File: src/verilog/nabp_pkg.sv
`default_nettype none

package nabp_pkg;

    // one back-projected sample from the PE chain
    typedef logic [15:0] pe_value_t;

    // accumulated image word
    // wide enough for the x pass and the y pass of a sweep
    typedef logic [23:0] pixel_t;

    // one registered input beat
    typedef struct packed {
        pe_value_t value;
        logic      enable;
        logic      kick;
    } pe_beat_t;

    // image addresser FSM states
    typedef enum logic [1:0] {
        ready        = 2'd0,
        delay        = 2'd1,
        addressing_x = 2'd2,
        addressing_y = 2'd3
    } addresser_state_t;

endpackage

`default_nettype wire
File: src/verilog/nabp_image_top.sv
`default_nettype none

module nabp_image_top
#(
    parameter int image_size     = 4,
    parameter int partition_size = 2,
    parameter int settle_delay   = 3
)
(
    input  wire                                      clk,
    input  wire                                      reset_n,
    input  wire                                      kick,
    input  wire                                      pe_enable,
    input  wire nabp_pkg::pe_value_t                 pe_value,
    input  wire [$clog2(image_size*image_size)-1:0]  rd_addr,
    output nabp_pkg::pixel_t                         rd_data,
    output logic                                     busy
);

    localparam int addr_w = $clog2(image_size * image_size);

    nabp_pkg::pe_beat_t beat;

    logic [addr_w-1:0] ir_addr;
    logic              ir_valid;
    logic              sweep_active;
    logic              clearing;

    pe_stream_register u_stream
    (
        .clk       (clk),
        .reset_n   (reset_n),
        .kick      (kick),
        .pe_enable (pe_enable),
        .pe_value  (pe_value),
        .beat      (beat)
    );

    image_addresser
    #(
        .image_size     (image_size),
        .partition_size (partition_size),
        .settle_delay   (settle_delay)
    )
    u_addresser
    (
        .clk          (clk),
        .reset_n      (reset_n),
        .beat         (beat),
        .ir_addr      (ir_addr),
        .ir_valid     (ir_valid),
        .sweep_active (sweep_active)
    );

    image_accumulator
    #(
        .image_size (image_size)
    )
    u_accumulator
    (
        .clk      (clk),
        .reset_n  (reset_n),
        .beat     (beat),
        .ir_addr  (ir_addr),
        .ir_valid (ir_valid),
        .rd_addr  (rd_addr),
        .rd_data  (rd_data),
        .clearing (clearing)
    );

    assign busy = sweep_active | clearing;

endmodule

`default_nettype wire

File: src/verilog/image_accumulator.sv
`default_nettype none

module image_accumulator
#(
    parameter int image_size = 4
)
(
    input  wire                                      clk,
    input  wire                                      reset_n,
    input  wire nabp_pkg::pe_beat_t                  beat,
    input  wire [$clog2(image_size*image_size)-1:0]  ir_addr,
    input  wire                                      ir_valid,
    input  wire [$clog2(image_size*image_size)-1:0]  rd_addr,
    output nabp_pkg::pixel_t                         rd_data,
    output logic                                     clearing
);

    localparam int addr_w = $clog2(image_size * image_size);
    localparam int words  = image_size * image_size;

    nabp_pkg::pixel_t mem [words];

    logic [addr_w-1:0] clear_addr;
    logic              clear_last;
    logic              acc_en;

    assign clear_last = (clear_addr == addr_w'(words - 1));

    // beats outside addressing are dropped
    assign acc_en = beat.enable && ir_valid;

    // clear walk, one word per cycle after reset
    always_ff @(posedge clk)
    begin
        if (reset_n)
        begin
            clearing   <= 1'b1;
            clear_addr <= '0;
        end
        else if (clearing)
        begin
            clear_addr <= clear_addr + 1'b1;
            if (clear_last)
                clearing <= 1'b0;
        end
    end

    // read-modify-write in a single cycle
    // the clear walk wins over any beat
    always_ff @(posedge clk)
    begin
        if (clearing)
            mem[clear_addr] <= '0;
        else if (acc_en)
            mem[ir_addr] <= mem[ir_addr] + nabp_pkg::pixel_t'(beat.value);
    end

    always_ff @(posedge clk)
    begin
        rd_data <= mem[rd_addr];
    end

endmodule

`default_nettype wire

File: src/verilog/image_addresser.sv
`default_nettype none

module image_addresser
#(
    parameter int image_size     = 4,
    parameter int partition_size = 2,
    parameter int settle_delay   = 3
)
(
    input  wire                                      clk,
    input  wire                                      reset_n,
    input  wire nabp_pkg::pe_beat_t                  beat,
    output logic [$clog2(image_size*image_size)-1:0] ir_addr,
    output logic                                     ir_valid,
    output logic                                     sweep_active
);

    localparam int addr_w    = $clog2(image_size * image_size);
    localparam int num_parts = image_size / partition_size;
    localparam int scan_w    = (image_size > 1) ? $clog2(image_size) : 1;
    localparam int line_w    = (partition_size > 1) ? $clog2(partition_size) : 1;
    localparam int part_w    = (num_parts > 1) ? $clog2(num_parts) : 1;
    localparam int delay_w   = (settle_delay > 1) ? $clog2(settle_delay) : 1;

    localparam logic [addr_w-1:0] row_step  = addr_w'(image_size);
    localparam logic [addr_w-1:0] part_step = addr_w'(partition_size * image_size);
    localparam logic [addr_w-1:0] col_step  = addr_w'(partition_size);

    nabp_pkg::addresser_state_t state;
    nabp_pkg::addresser_state_t next_state;

    logic [scan_w-1:0]  scan_pos;
    logic [line_w-1:0]  line_pos;
    logic [part_w-1:0]  part_idx;
    logic [delay_w-1:0] delay_cnt;
    logic [addr_w-1:0]  x_off;
    logic [addr_w-1:0]  y_off;
    logic [addr_w-1:0]  x_addr;
    logic [addr_w-1:0]  y_addr;

    logic scan_done;
    logic line_done;
    logic part_done;
    logic delay_done;
    logic advance;

    assign scan_done  = (scan_pos == scan_w'(image_size - 1));
    assign line_done  = (line_pos == line_w'(partition_size - 1));
    assign part_done  = (part_idx == part_w'(num_parts - 1));
    assign delay_done = (delay_cnt == delay_w'(settle_delay - 1));

    assign ir_valid = (state == nabp_pkg::addressing_x) ||
                      (state == nabp_pkg::addressing_y);
    assign advance  = ir_valid && beat.enable;

    // row-major inside the partition for x, column-major for y
    assign x_addr = x_off + addr_w'(line_pos) * row_step + addr_w'(scan_pos);
    assign y_addr = y_off + addr_w'(line_pos) + addr_w'(scan_pos) * row_step;

    assign ir_addr      = (state == nabp_pkg::addressing_y) ? y_addr : x_addr;
    assign sweep_active = (state != nabp_pkg::ready);

    always_comb
    begin
        next_state = state;
        case (state)
            nabp_pkg::ready:
                if (beat.kick)
                    next_state = nabp_pkg::delay;
            nabp_pkg::delay:
                if (delay_done)
                    next_state = nabp_pkg::addressing_x;
            nabp_pkg::addressing_x:
                if (advance && scan_done && line_done)
                    next_state = nabp_pkg::addressing_y;
            nabp_pkg::addressing_y:
                if (advance && scan_done && line_done)
                    next_state = part_done ? nabp_pkg::ready : nabp_pkg::addressing_x;
            default:
                next_state = nabp_pkg::ready;
        endcase
    end

    always_ff @(posedge clk)
    begin
        if (reset_n)
            state <= nabp_pkg::ready;
        else
            state <= next_state;
    end

    always_ff @(posedge clk)
    begin
        if (reset_n || state == nabp_pkg::ready)
        begin
            delay_cnt <= '0;
            scan_pos  <= '0;
            line_pos  <= '0;
            part_idx  <= '0;
            x_off     <= '0;
            y_off     <= '0;
        end
        else if (state == nabp_pkg::delay)
        begin
            delay_cnt <= delay_cnt + 1'b1;
        end
        else if (advance)
        begin
            scan_pos <= scan_done ? '0 : scan_pos + 1'b1;
            if (scan_done)
                line_pos <= line_done ? '0 : line_pos + 1'b1;
            // partition finished after its y scan
            if (scan_done && line_done && state == nabp_pkg::addressing_y)
            begin
                part_idx <= part_idx + 1'b1;
                x_off    <= x_off + part_step;
                y_off    <= y_off + col_step;
            end
        end
    end

endmodule

`default_nettype wire

File: src/verilog/pe_stream_register.sv
`default_nettype none

module pe_stream_register
(
    input  wire                  clk,
    input  wire                  reset_n,
    input  wire                  kick,
    input  wire                  pe_enable,
    input  wire nabp_pkg::pe_value_t pe_value,
    output nabp_pkg::pe_beat_t   beat
);

    // payload is captured every cycle, only the strobes are qualified
    always_ff @(posedge clk)
    begin
        beat.value <= pe_value;
    end

    always_ff @(posedge clk)
    begin
        if (reset_n)
        begin
            beat.enable <= 1'b0;
            beat.kick   <= 1'b0;
        end
        else
        begin
            beat.enable <= pe_enable;
            // a sweep cannot start in the middle of a beat
            beat.kick   <= kick & ~pe_enable;
        end
    end

endmodule

`default_nettype wire

File: config.mk
export PLATFORM = sky130hd
export DESIGN_NAME = nabp_image_top
export DESIGN_NICKNAME = d
export VERILOG_FILES = /design/src/verilog/nabp_pkg.sv /design/src/verilog/nabp_image_top.sv /design/src/verilog/image_accumulator.sv /design/src/verilog/image_addresser.sv /design/src/verilog/pe_stream_register.sv
export SDC_FILE = /design/constraint.sdc
export NUM_CORES = 1
export LEC_CHECK = 0
export BUFFER_PORTS_ARGS = -buffer_cell sky130_fd_sc_hd__buf_2
export CAP_MARGIN = 40
export CORE_MARGIN = 8
export CORE_UTILIZATION = 50
export DETAILED_ROUTE_END_ITERATION = 7
export GPL_TIMING_DRIVEN = 1
export PLACE_DENSITY = 0.7
export SLEW_MARGIN = 20
export SYNTH_ARGS = -nofsm -noshare
export SYNTH_HDL_FRONTEND = slang
export SYNTH_SLANG_ARGS = --single-unit
File: constraint.sdc
create_clock -name clk -period 6.9 [get_ports clk]
set_clock_uncertainty 0.2 [all_clocks]
set_input_delay 0.345 -clock clk [delete_from_list [all_inputs] [get_ports clk]]
set_output_delay 0.345 -clock clk [all_outputs]
set_load 0.02 [all_outputs]
==> flow_summary.ini <==
[placement]
io_buffers = 48
dpl.hpwl_um = 31300
placed_cells = 1764
gp_congestion = 0.807

[finish]
final_common_cell = edfxtp_1
most-common-layout-cells = edfxtp_1 (384), mux4_2 (193), nand2_1 (99), buf_4 (60), dfxtp_1 (59)
antenna_cells = 0
area_growth_pct = 15.0
final_core_utilization_pct = 58.2
nets = 1366
layout.cells.non_filler = 1888
layout-drive-gt1-share_pct = 31.9
nFillCells = 2968

[clocking]
ctsResizeCount = 0
insertion_delay_ps = 590
cts_tree = yes
clk_pin_slew_ps = 60
clock-sinks = 443
cts_setup_buffers = 0
clockBufferDepth = 3
htreeDepth = 2
cts-root-buf = clkbuf_16
numCtsBuffers = 47

[floorplan]
core_mm2 = 0.0408
die_w_um = 219
start_util_pct = 50.6
num_rows = 74
io_pins = 49
die-area_mm2 = 0.0481
die_h_um = 219

[timing]
timing.final.crit_period_ps = 5850
rsz0062_at_grt = false
fmax_ghz = 0.171
fin_setup_tns_ps = 0
timing.final.crit_share_pct = 84.8
slew_viol_final = 0
final_hold_viol_count = 0
tightest_slew_ps = 838
setup_viol = 0
max-slew-margin-rel_pct = 44.2
whs_ps = 195

[synthesis]
synthArstFlopShare_pct = 0
synthCells = 1210
synth_area_mm2 = 0.0207
ys_ff_latch = 443
synth_fp_nets = 1259
synth_top_area_share_pct = 55.8
yosysWarnings = 0
ys_types = 78
synth_largest_area_cell = edfxtp_1
seq_area_frac_synth_pct = 61.5
ys.flop_type = edfxtp_1
synth_edf_count = 384
yosys-top-cells-area = edfxtp_1 (56%), mux4_2 (21%), dfxtp_1 (5.7%)
avgSynthCellArea_um2 = 17.1

[power_and_ir_drop]
power_density_mw_per_mm2 = 252
ir_drop_uv = 228
p_leak_nw = 7.26

[global_route]
grt_antenna_before_repair = 0
grt.total_usage_pct = 22.3
grt_pass1_wl_um = 79500
overflow = 0
grt_max_degree = 56
grt_pass1_vias = 12600

[route]
vias_per_cell = 6.50
totalWireLength_um = 53300
detail-route-antenna-nets = 0
drc = 0
drt_pass1_iterations = 7
drt_iter0_drc = 1499
post_drt_wl_per_cell_um = 28.2
via_count = 12300

[run_status]
outcome = finished clean

[critical_path]
critPathRequiredTime_ps = 7130
path_class = reg2reg
worstSetupStartpointType = register
worst-path-max-fanout = 25
critPathArrivalTime_ps = 6080
end_kind = register

[run]
cap_violations = 0

[min_path]
hp-class = in2reg
==> cell type report <==
type                       count  area [um^2]  area share [%]
timing repair buffer         139         1120            4.73
clock inverter                16          181           0.763
clock buffer                  72         1380            5.81
tap                          532          666            2.80
inverter                      11         41.3           0.174
multi-input combinational    675         7660            32.2
sequential                   443        12700            53.5
==> synth_stat cells (all sizes together), types with 3 or more instances <==
cell type	instances
o21bai	5
ha	24
dfxtp	59
xnor2	11
a211oi	19
nand2b	4
buf	37
and3	34
a21bo	3
nor3b	8
a21o	7
a21boi	3
nor3	11
mux4	193
inv	11
a32oi	3
nand3	15
nand4	8
edfxtp	384
o211ai	4
clkbuf	44
nor2	60
nand2	105
mux2i	18
o21ai	14
mux2	7
o21a	6
a31oi	25
and2	4
xor2	14
a2111o	4
a21oi	31
==> power breakdown <==
group	total, W	switching (W)	internal, W
sequential	0.00299	0.0000372	0.00296
combinational	0.000458	0.000247	0.000211
clock	0.00255	0.00105	0.00150
total	0.00600	0.00134	0.00466
==> worst max-delay path, cell delays in order (launching register included) <==
cell      delay (ps)
dfxtp_1          600
nand3_2          500
nand2_8          460
buf_12           260
mux4_2           520
nand2_1           70
and3_1           170
a31oi_1           40
ha_1             450
a21oi_1          140
o21bai_1         140
a21oi_1          100
o21ba_2          210
o221ai_1         230
o211ai_2         220
nor4_1           510
buf_4            220
mux2i_1          380
buf_4            250
==> flip-flops by register name, summed over array words and instances (netlist names) <==
| register | count |
|---|---|
| u_accumulator.clear_addr | 4 |
| u_accumulator.clearing | 1 |
| u_accumulator.mem | 384 |
| u_accumulator.rd_data | 24 |
| u_addresser.delay_cnt | 2 |
| u_addresser.line_done | 1 |
| u_addresser.part_done | 1 |
| u_addresser.scan_pos | 2 |
| u_addresser.state | 2 |
| u_addresser.x_off | 1 |
| u_addresser.y_off | 3 |
| u_stream.beat | 18 |
==> routing by layer <==
layer  vias to the layer above  track usage [%]  share of wire (%)
met5                         -                0                  0
met4                         0             6.83                2.4
met3                        94             4.43                9.7
met2                       655             36.2                 48
met1                      6347             30.4                 39
li1                       5182                -                  -
==> logic make-up (layout without fill, tap and decap cells) <==
kind of cell	after synthesis	in the layout	share of synthesized area, %
adder cells (fa/ha/maj)	25	25	1.55
AO/OA/AOI/OAI	147	147	5.21
flip-flops	443	443	61.5
XOR/XNOR	26	26	1.18
multiplexers	218	218	22.4
buffers and inverters	92	238	2.14
AND/OR/NAND/NOR	259	259	6.02
==> what timing repair did <==
action	4_1_cts	5_1_grt
hold endpoints to repair	26	0
endpoints found under the setup margin	0	0
hold buffers	19	0
==> per-stage QoR <==
step / worst slack [ps] / power [W] / instance area, um^2
after floorplan: 1520 / 0.00334 / 20700
after global placement: 934 / 0.00347 / 21700
after detailed placement: 1120 / 0.00349 / 21900
after CTS: 1120 / 0.00603 / 23600
after global routing: 731 / 0.00617 / 23800
final: 1050 / 0.00600 / 23800
==> worst paths after layout <==
check	slack (ps)	cells past startpoint	end	start
setup / recovery	1050	18	u_accumulator.mem[13][23]$_DFFE_PP_	u_addresser.state[0]$_SDFFE_PP0P_
hold / removal	200	2	u_stream.beat[3]$_DFF_P_	pe_value[1]
setup reg to reg	1050	18	u_accumulator.mem[13][23]$_DFFE_PP_	u_addresser.state[0]$_SDFFE_PP0P_
hold reg to reg	320	2	u_addresser.delay_cnt[1]$_SDFFE_PP0P_	u_addresser.delay_cnt[1]$_SDFFE_PP0P_
(Power assumes the default switching activity.)
